File: src/common/mem_pkg.sv
// ----------------------------------------------------------
// memory package
// physical address split, data cache write request and the
// constants used by the address translator
// ----------------------------------------------------------
package mem_pkg;

    // low address bits that virtual and physical addresses share
    localparam int page_offset_bits = 12;

    // virtual page number width seen by the translator
    localparam int vpn_bits = 64 - page_offset_bits;

    // data cache address split, index is the page offset
    localparam int dc_index_bits = page_offset_bits;
    localparam int dc_tag_bits   = 44;

    // ------------------------------------------------------------
    // cache write port request
    // ------------------------------------------------------------
    typedef struct packed {
        logic [dc_index_bits-1:0] address_index;
        logic [dc_tag_bits-1:0]   address_tag;
        logic [63:0]              wdata;
        logic [7:0]               be;
    } dcache_wreq_t;

endpackage

File: src/common/lsu_pkg.sv
// ----------------------------------------------------------
// lsu package
// store operators, exception record and the store request
// that the issue side hands to the store unit
// ----------------------------------------------------------
package lsu_pkg;

    // scoreboard transaction id
    localparam int trans_id_bits = 3;

    // store fault cause as defined by the privileged spec
    localparam logic [63:0] store_fault_cause = 64'd15;

    // ------------------------------------------------------------
    // operators
    // ------------------------------------------------------------
    // only traced, the byte enables already carry the size
    typedef enum logic [1:0] {
        SD,
        SW,
        SH,
        SB
    } fu_op;

    // ------------------------------------------------------------
    // exception record
    // ------------------------------------------------------------
    typedef struct packed {
        // trap cause
        logic [63:0] cause;
        // faulting virtual address
        logic [63:0] tval;
        logic        valid;
    } exception_t;

    // ------------------------------------------------------------
    // store request from issue
    // ------------------------------------------------------------
    typedef struct packed {
        fu_op                     operator;
        logic [trans_id_bits-1:0] trans_id;
        logic [63:0]              vaddr;
        // byte enables, already in doubleword lane order
        logic [7:0]               be;
        // data, lsb aligned, rotated by the store unit
        logic [63:0]              data;
    } store_req_t;

endpackage
File: src/hw/store_path_top.sv
// ----------------------------------------------------------
// store path top
// address translator and store unit joined, exposes issue,
// commit, load check and data cache ports
// ----------------------------------------------------------
module store_path_top #(
    parameter int          SQ_DEPTH     = 4,
    parameter logic [63:0] PADDR_OFFSET = 64'h0000_0000_8000_0000,
    parameter logic [51:0] GUARD_BASE   = 52'h00000_000F0000
) (
    input  logic                              clk_i,
    input  logic                              reset_i,
    input  logic                              flush_i,
    // issue side
    input  lsu_pkg::store_req_t               store_req_i,
    input  logic                              valid_i,
    input  logic                              commit_i,
    output logic                              ready_o,
    output logic                              valid_o,
    output logic [lsu_pkg::trans_id_bits-1:0] trans_id_o,
    output lsu_pkg::exception_t               ex_o,
    output logic                              no_st_pending_o,
    // load check
    input  logic [11:0]                       page_offset_i,
    output logic                              page_offset_matches_o,
    // data cache write port
    output logic                              data_req_o,
    output mem_pkg::dcache_wreq_t             dcache_wreq_o,
    input  logic                              data_gnt_i
);
    import lsu_pkg::*;

    // store unit to translator
    logic        translation_req;
    logic [63:0] vaddr;
    logic [63:0] paddr;
    logic        translation_valid;
    exception_t  ex;

    addr_translator #(
        .PADDR_OFFSET (PADDR_OFFSET),
        .GUARD_BASE   (GUARD_BASE)
    ) u_addr_translator (
        .clk_i               (clk_i),
        .reset_i             (reset_i),
        .translation_req_i   (translation_req),
        .vaddr_i             (vaddr),
        .translation_valid_o (translation_valid),
        .paddr_o             (paddr),
        .ex_o                (ex)
    );

    store_unit #(
        .SQ_DEPTH (SQ_DEPTH)
    ) u_store_unit (
        .clk_i                 (clk_i),
        .reset_i               (reset_i),
        .flush_i               (flush_i),
        .store_req_i           (store_req_i),
        .valid_i               (valid_i),
        .commit_i              (commit_i),
        .ready_o               (ready_o),
        .valid_o               (valid_o),
        .trans_id_o            (trans_id_o),
        .ex_o                  (ex_o),
        .no_st_pending_o       (no_st_pending_o),
        .translation_req_o     (translation_req),
        .vaddr_o               (vaddr),
        .paddr_i               (paddr),
        .translation_valid_i   (translation_valid),
        .ex_i                  (ex),
        .page_offset_i         (page_offset_i),
        .page_offset_matches_o (page_offset_matches_o),
        .data_req_o            (data_req_o),
        .dcache_wreq_o         (dcache_wreq_o),
        .data_gnt_i            (data_gnt_i)
    );

endmodule

File: src/hw/store_unit/store_unit.sv
// ----------------------------------------------------------
// store unit
// store control, data re-aligner and page offset checker
// wrapped around the store queue
// ----------------------------------------------------------
module store_unit #(
    parameter int SQ_DEPTH = 4
) (
    input  logic                                clk_i,
    input  logic                                reset_i,
    input  logic                                flush_i,
    // issue side
    input  lsu_pkg::store_req_t                 store_req_i,
    input  logic                                valid_i,
    input  logic                                commit_i,
    output logic                                ready_o,
    output logic                                valid_o,
    output logic [lsu_pkg::trans_id_bits-1:0]   trans_id_o,
    output lsu_pkg::exception_t                 ex_o,
    output logic                                no_st_pending_o,
    // address translation
    output logic                                translation_req_o,
    output logic [63:0]                         vaddr_o,
    input  logic [63:0]                         paddr_i,
    input  logic                                translation_valid_i,
    input  lsu_pkg::exception_t                 ex_i,
    // load side check
    input  logic [11:0]                         page_offset_i,
    output logic                                page_offset_matches_o,
    // data cache write port
    output logic                                data_req_o,
    output mem_pkg::dcache_wreq_t               dcache_wreq_o,
    input  logic                                data_gnt_i
);
    import lsu_pkg::*;

    logic        st_valid;
    logic        st_ready;
    logic [63:0] st_data;
    logic [5:0]  rot_bits;
    logic [63:0] head_paddr;
    logic        head_valid;

    assign vaddr_o = store_req_i.vaddr;

    // ------------------------------------------------------------
    // store control
    // ------------------------------------------------------------
    always_comb begin
        translation_req_o = valid_i;
        valid_o           = 1'b0;
        ready_o           = 1'b1;
        trans_id_o        = store_req_i.trans_id;
        ex_o              = '0;
        st_valid          = 1'b0;
        if (valid_i) begin
            // need a translation and a free slot, else stall
            if (translation_valid_i && st_ready) begin
                valid_o = 1'b1;
                ex_o    = ex_i;
                // faulting stores report back but never reach the queue
                st_valid = !ex_i.valid;
            end else begin
                ready_o = 1'b0;
            end
        end
    end

    // ------------------------------------------------------------
    // re-aligner
    // ------------------------------------------------------------
    // rotate left by the byte offset into the doubleword lane
    assign rot_bits = {store_req_i.vaddr[2:0], 3'b000};
    assign st_data  = (store_req_i.data << rot_bits) |
                      (store_req_i.data >> (7'd64 - {1'b0, rot_bits}));

    store_queue #(
        .SQ_DEPTH (SQ_DEPTH)
    ) u_store_queue (
        .clk_i           (clk_i),
        .reset_i         (reset_i),
        .flush_i         (flush_i),
        .valid_i         (st_valid),
        .paddr_i         (paddr_i),
        .data_i          (st_data),
        .be_i            (store_req_i.be),
        .commit_i        (commit_i),
        .ready_o         (st_ready),
        .no_st_pending_o (no_st_pending_o),
        .head_paddr_o    (head_paddr),
        .head_valid_o    (head_valid),
        .data_req_o      (data_req_o),
        .dcache_wreq_o   (dcache_wreq_o),
        .data_gnt_i      (data_gnt_i)
    );

    // ------------------------------------------------------------
    // page offset checker
    // ------------------------------------------------------------
    // offset bits are untranslated, so the load can compare early
    assign page_offset_matches_o = head_valid &&
                                   (page_offset_i[11:3] == head_paddr[11:3]);

    // a stalled store stays on the issue port until it completes
    a_valid_ready: assert property (@(posedge clk_i) disable iff (reset_i)
        !ready_o |=> valid_i && $stable(store_req_i));

endmodule

File: src/hw/store_unit/store_queue.sv
// ----------------------------------------------------------
// store queue
// circular buffer of speculative and committed stores,
// committed entries drain in order to the data cache
// ----------------------------------------------------------
module store_queue #(
    parameter int SQ_DEPTH = 4
) (
    input  logic                  clk_i,
    input  logic                  reset_i,
    input  logic                  flush_i,
    // write port from store control
    input  logic                  valid_i,
    input  logic [63:0]           paddr_i,
    input  logic [63:0]           data_i,
    input  logic [7:0]            be_i,
    input  logic                  commit_i,
    output logic                  ready_o,
    output logic                  no_st_pending_o,
    // oldest entry for the page offset check
    output logic [63:0]           head_paddr_o,
    output logic                  head_valid_o,
    // data cache write port
    output logic                  data_req_o,
    output mem_pkg::dcache_wreq_t dcache_wreq_o,
    input  logic                  data_gnt_i
);
    import mem_pkg::*;

    localparam int ptr_bits = $clog2(SQ_DEPTH);

    typedef struct packed {
        logic [63:0] paddr;
        logic [63:0] data;
        logic [7:0]  be;
    } sq_entry_t;

    sq_entry_t mem_q [SQ_DEPTH];

    // pointers carry one extra wrap bit
    logic [ptr_bits:0] read_ptr_q;
    logic [ptr_bits:0] commit_ptr_q;
    logic [ptr_bits:0] write_ptr_q;
    logic [ptr_bits:0] commit_ptr_d;
    logic [ptr_bits:0] total_cnt;
    logic [ptr_bits:0] commit_cnt;
    logic [ptr_bits:0] spec_cnt;
    logic              full;
    logic              retire;
    sq_entry_t         head;

    // ------------------------------------------------------------
    // occupancy
    // ------------------------------------------------------------
    assign total_cnt  = write_ptr_q - read_ptr_q;
    assign commit_cnt = commit_ptr_q - read_ptr_q;
    assign spec_cnt   = write_ptr_q - commit_ptr_q;
    assign full       = (total_cnt == (ptr_bits + 1)'(SQ_DEPTH));

    assign ready_o         = !full;
    assign no_st_pending_o = (total_cnt == '0);

    // commit of this cycle, flush falls back to it
    assign commit_ptr_d = commit_ptr_q + {{ptr_bits{1'b0}}, commit_i};

    // ------------------------------------------------------------
    // pointer update
    // ------------------------------------------------------------
    always_ff @(posedge clk_i) begin
        if (reset_i) begin
            read_ptr_q   <= '0;
            commit_ptr_q <= '0;
            write_ptr_q  <= '0;
        end else begin
            commit_ptr_q <= commit_ptr_d;
            // drop every speculative entry and the store in flight
            if (flush_i) begin
                write_ptr_q <= commit_ptr_d;
            end else if (valid_i) begin
                write_ptr_q <= write_ptr_q + 1'b1;
            end
            if (retire) begin
                read_ptr_q <= read_ptr_q + 1'b1;
            end
        end
    end

    // entry storage
    always_ff @(posedge clk_i) begin
        if (valid_i) begin
            mem_q[write_ptr_q[ptr_bits-1:0]] <= '{paddr: paddr_i, data: data_i, be: be_i};
        end
    end

    // ------------------------------------------------------------
    // drain to the data cache
    // ------------------------------------------------------------
    assign head = mem_q[read_ptr_q[ptr_bits-1:0]];

    // only a committed head may leave
    assign data_req_o = (commit_cnt != '0);
    assign retire     = data_req_o && data_gnt_i;

    assign dcache_wreq_o.address_index = head.paddr[dc_index_bits-1:0];
    assign dcache_wreq_o.address_tag   = head.paddr[dc_index_bits+dc_tag_bits-1:dc_index_bits];
    assign dcache_wreq_o.wdata         = head.data;
    assign dcache_wreq_o.be            = head.be;

    assign head_paddr_o = head.paddr;
    assign head_valid_o = (total_cnt != '0);

    // commit pulses only arrive for stores already queued
    a_commit_has_spec: assert property (@(posedge clk_i) disable iff (reset_i)
        commit_i |-> (spec_cnt != '0));

    // store control must respect ready_o
    a_no_write_full: assert property (@(posedge clk_i) disable iff (reset_i)
        valid_i |-> !full);

endmodule

File: src/hw/addr_translator.sv
// ----------------------------------------------------------
// address translator
// one cycle registered fixed offset map, pages at or above
// the guard base raise a store page fault
// ----------------------------------------------------------
module addr_translator #(
    parameter logic [63:0] PADDR_OFFSET = 64'h0000_0000_8000_0000,
    parameter logic [51:0] GUARD_BASE   = 52'h00000_000F0000
) (
    input  logic                clk_i,
    input  logic                reset_i,
    input  logic                translation_req_i,
    input  logic [63:0]         vaddr_i,
    output logic                translation_valid_o,
    output logic [63:0]         paddr_o,
    output lsu_pkg::exception_t ex_o
);
    import lsu_pkg::*;
    import mem_pkg::*;

    logic [vpn_bits-1:0] vpn;
    logic                fault;
    logic                accept;
    logic                valid_q;
    logic [63:0]         paddr_q;
    exception_t          ex_q;

    assign vpn   = vaddr_i[63:page_offset_bits];
    assign fault = (vpn >= GUARD_BASE);
    // back to back requests are dropped so the result can retire first
    assign accept = translation_req_i && !valid_q;

    always_ff @(posedge clk_i) begin
        if (reset_i) begin
            valid_q <= 1'b0;
        end else begin
            valid_q <= accept;
        end
    end

    // result payload
    always_ff @(posedge clk_i) begin
        if (accept) begin
            // page number moves, page offset stays
            paddr_q  <= {vpn + PADDR_OFFSET[63:page_offset_bits],
                         vaddr_i[page_offset_bits-1:0]};
            ex_q.cause <= fault ? store_fault_cause : 64'd0;
            ex_q.tval  <= fault ? vaddr_i : 64'd0;
            ex_q.valid <= fault;
        end
    end

    assign translation_valid_o = valid_q;
    assign paddr_o             = paddr_q;
    assign ex_o                = ex_q;

    // a result answers last cycle's request for the address still presented
    a_valid_has_req: assert property (@(posedge clk_i) disable iff (reset_i)
        translation_valid_o |-> $past(translation_req_i) && (vaddr_i == $past(vaddr_i)));

endmodule

File: config.mk
export PLATFORM = sky130hd
export DESIGN_NAME = store_path_top
export DESIGN_NICKNAME = d
export VERILOG_FILES = /design/src/common/mem_pkg.sv /design/src/common/lsu_pkg.sv /design/src/hw/store_path_top.sv /design/src/hw/store_unit/store_unit.sv /design/src/hw/store_unit/store_queue.sv /design/src/hw/addr_translator.sv
export SDC_FILE = /design/constraint.sdc
export NUM_CORES = 1
export LEC_CHECK = 0
export BUFFER_PORTS_ARGS = -buffer_cell sky130_fd_sc_hd__buf_2
export CAP_MARGIN = 20
export CORE_MARGIN = 4
export CORE_UTILIZATION = 32
export CTS_CLUSTER_SIZE = 16
export DETAILED_ROUTE_END_ITERATION = 8
export PLACE_DENSITY = 0.51
export REMOVE_ABC_BUFFERS = 1
export SLEW_MARGIN = 20
export SYNTH_ARGS = -nofsm -noshare
export SYNTH_HDL_FRONTEND = slang
export SYNTH_SLANG_ARGS = --single-unit
File: constraint.sdc
create_clock -name clk_i -period 17.9 [get_ports clk_i]
set_input_delay 2.685 -clock clk_i [delete_from_list [all_inputs] [get_ports clk_i]]
set_output_delay 2.685 -clock clk_i [all_outputs]
set_load 0.005 [all_outputs]
==> summary.md <==
| Metric | Value |
|---|---|
| Final period util | `a little over a third` |
| Final setup TNS | `0 ps` |
| Max Fclk | `152 MHz` |
| Synth Area in Simple Gates | `~5.5%` |
| Setup bufs post-CTS | `0` |
| HPWL after DPL | `46,100 µm` |
| Die ar. | `between 90,000 and 100,000 µm²` |
| Slew Viols, Final | `0` |
| Mean area per synthesized cell | `17.3 µm²` |
| Design Area, Final | `roughly 33,000 µm²` |
| Post-Syn Area | `28,300 µm²` |
| Global-route wire length before repair | `107,000 µm` |
| Starting Density | `between 30 and 40%` |
| Post-synthesis adder-cell area fraction | `0.574%` |
| Inst Count DP | `3,037` |
| Crit path time final | `approximately 6600 ps` |
| PwrDens | `between 100 and 150 nW/µm²` |
| Finished Layout Cells | `between 3,000 and 4,000` |
| CP Launch Type | `primary input` |
| Netlist cell types | `51` |
| Setup violators final | `0` |
| Core box area | `87,300 µm²` |
| R2R setup slack | `14,630 ps` |
| Clk Latency, worst-skew pair | `600 ps` |
| DRT Pass-1 Iters | `5` |
| Tightest Pin Transition | `1090 ps` |
| Resized Gates After CTS | `0` |
| Metal-1 WL | `between 20,000 and 30,000 µm` |
| CP max FO | `66` |
| Vias after detailed routing | `between 15,000 and 20,000` |
| CTS root buffer | `clkbuf_16` |
| TritonCTS clock tree | `done` |
| Post-synth ARST share | `0%` |
| Leakage power | `11.5 nW` |
| Grt ovf | `0` |
| WHS | `slightly below 500 ps` |
| Ys Warns | `0` |
| DRC | `0` |
| # hold bufs at CTS | `0` |
| Crit path DAT | `~3900 ps` |
| Total Routed Length | `71,800 µm` |
| TritonCTS Buffers | `74` |
| Number of buffers added on ports | `between 300 and 400` |
| Status | `complete, no violations` |
| Min-delay worst type | `flop to flop` |
| CP Capture Type | `primary output` |
| Starting DRT DRC Count | `1,257` |
| Layout cells sized above 1 | `around 34%` |
| Kind of critical path | `primary input to primary output` |
| Row count | `~110` |
| Max layer used | `met5` |
| H-Tree Depth | `3` |
| Synth area leader | `edfxtp_1` |
| RSZ-0062 raised after global routing | `false` |
| Vias in the first global route | `between 15,000 and 20,000` |
| Syn Inst Count | `roughly 1,600` |
| Num ports | `between 400 and 500` |
| Largest net degree at the start of global routing | `92` |
| Clock slew at reported path FFs | `60 ps` |
| Post-Synth XOR/XNOR Area | `between 1 and 1.5%` |
| Overall Global Routing Usage | `approximately 15%` |
| Post-synthesis compound-gate area fraction | `3.66%` |
| Seq cells post-synth | `roughly 650` |
| Nets | `approximately 2,100` |
| Top cell type's share of synthesized area | `roughly 67%` |
| Max-Slew Margin vs Limit | `between 20% and 30%` |
| Number of synthesized flops with an enable pin | `between 600 and 700` |
| Vias per cell | `just under 5` |
| Largest family of logic cells by synthesized area | `multiplexers` |
| Area Growth Syn to Fin | `17.4%` |
| Hold Vio Cnt, Final | `0` |
| Post-synthesis sequential area ratio | `approximately 68%` |
| Sink Count | `approximately 650` |
| Avg WL per Cell | `about 23 µm` |
| Antenna violations before repair | `7` |
| Final Skew | `between 20 and 25 ps` |
| Crit path required time | `about 15,000 ps` |
| Post-route core utilization | `a little under two fifths` |
| Met3 Routed Length | `about 5400 µm` |
| Antenna Nets Post-Route | `0` |
| Dpl cell area | `slightly above 30,000 µm²` |
| DR WL met2 | `36,100 µm` |
| Multiplexer share of the synthesized area | `~17%` |
| Die width | `305 µm` |
| Chip Height | `a little over 300 µm` |
| GPL Wtd Cong | `0.768` |
| Max_cap viols | `0` |
| Peak VDD IR | `between 0.06 and 0.07 mV` |
| Post-synth top flop | `edfxtp_1` |
| CTS Buffer Depth | `3` |
| Area contributors post-synth | `edfxtp_1 (67%), mux4_2 (13%), mux2i_1 (2.7%)` |
==> cells in the final DEF, fill, tap and decap left out, drive strengths merged, types with 15 or more instances in the layout <==
cell,n
o211ai,15
edfxtp,633
mux2,22
xnor2,33
conb,60
clkinv,22
clkbuf,93
o221ai,22
buf,377
mux2i,76
o21ai,42
mux4,167
nor2b,36
nand2,77
o22ai,17
and2,68
inv,25
nor2,49
a21oi,47
==> stage by stage <==
| step | total power [mW] | setup WS (ps) |
|---|---|---|
| final | 3.86 | 11340 |
| after global routing | 4.05 | 11090 |
| after detailed placement | 2.49 | 11280 |
| after floorplan | 2.24 | 7960 |
| after CTS | 3.94 | 11270 |
| after global placement | 2.48 | 11300 |
==> power breakdown <==
part | internal, mW | switching [mW] | leakage, nW
clock network | 0.845 | 0.586 | 1.12
logic | 0.333 | 0.348 | 4.52
registers | 1.71 | 0.0446 | 5.87
==> sequential cells by signal, indices dropped and copies added (netlist names), named ones only <==
name,count
u_store_unit.u_store_queue.mem_q,512
u_addr_translator.ex_o,65
u_addr_translator.paddr_o,56
u_store_unit.u_store_queue.commit_ptr_q,3
u_store_unit.u_store_queue.read_ptr_q,3
u_store_unit.u_store_queue.write_ptr_q,3
u_addr_translator.translation_valid_o,1
==> path summary, 6_finish.rpt <==
check                                           start                                       end  cells past startpoint
max reg2reg  u_store_unit.u_store_queue.read_ptr_q[1]   u_store_unit.u_store_queue.mem_q[2][97]                      7
min reg2reg             u_addr_translator.paddr_o[45]  u_store_unit.u_store_queue.mem_q[1][117]                      0
min                     u_addr_translator.paddr_o[45]  u_store_unit.u_store_queue.mem_q[1][117]                      0
max                                           valid_i                                  ex_o[35]                      4
==> Yosys cell counts, types with 3 or more instances <==
| cell | n |
|---|---|
| inv_2 | 4 |
| mux4_2 | 167 |
| o21ai_0 | 19 |
| xnor2_1 | 32 |
| mux2_2 | 22 |
| and3_1 | 12 |
| edfxtp_1 | 633 |
| nand4_1 | 11 |
| nand2_1 | 77 |
| a21oi_1 | 47 |
| clkbuf_1 | 64 |
| buf_4 | 71 |
| nor3_1 | 10 |
| o2bb2ai_1 | 7 |
| o211ai_1 | 15 |
| o21ai_1 | 22 |
| and4_1 | 3 |
| and2_1 | 68 |
| dfxtp_1 | 12 |
| buf_1 | 3 |
| nor2b_1 | 36 |
| nor4_1 | 9 |
| o221ai_1 | 22 |
| buf_6 | 6 |
| mux2i_1 | 76 |
| a22oi_1 | 3 |
| nor2_1 | 49 |
| buf_2 | 48 |
| ha_1 | 13 |
| o22ai_1 | 17 |
| inv_1 | 16 |
| xor2_1 | 10 |
| nand3_1 | 11 |
==> area by class of cell <==
cell class / instances / area (µm²)
Fill cell: 8255 / 54100
Inverter: 20 / 75.1
Multi-Input combinational cell: 841 / 8190
Clock inverter: 33 / 344
Tap cell: 1155 / 1450
Antenna cell: 6 / 15.0
Sequential cell: 645 / 19300
Clock buffer: 93 / 1940
Timing Repair Buffer: 377 / 1980
==> worst max-delay path: stages <==
cell and delay [ps]:
buf_2 120, and3_4 620, and2_1 240, buf_2 120
==> routing by layer <==
layer | up-vias | GRT usage (%)
met1 | 8109 | 18.9
met4 | 2 | 3.98
li1 | 6996 | -
met2 | 558 | 25.8
met5 | - | 0
met3 | 80 | 4.04
==> cell families (layout without fill, tap and decap cells) <==
kind of cell,after synthesis,count (layout)
adder cells (fa/ha/maj),13,13
flip-flops,645,645
buffers and inverters,212,523
other,1,66
AO/OA/AOI/OAI,164,164
multiplexers,265,265
AND/OR/NAND/NOR,296,296
XOR/XNOR,43,43
Power figures use the tool's default switching activity.
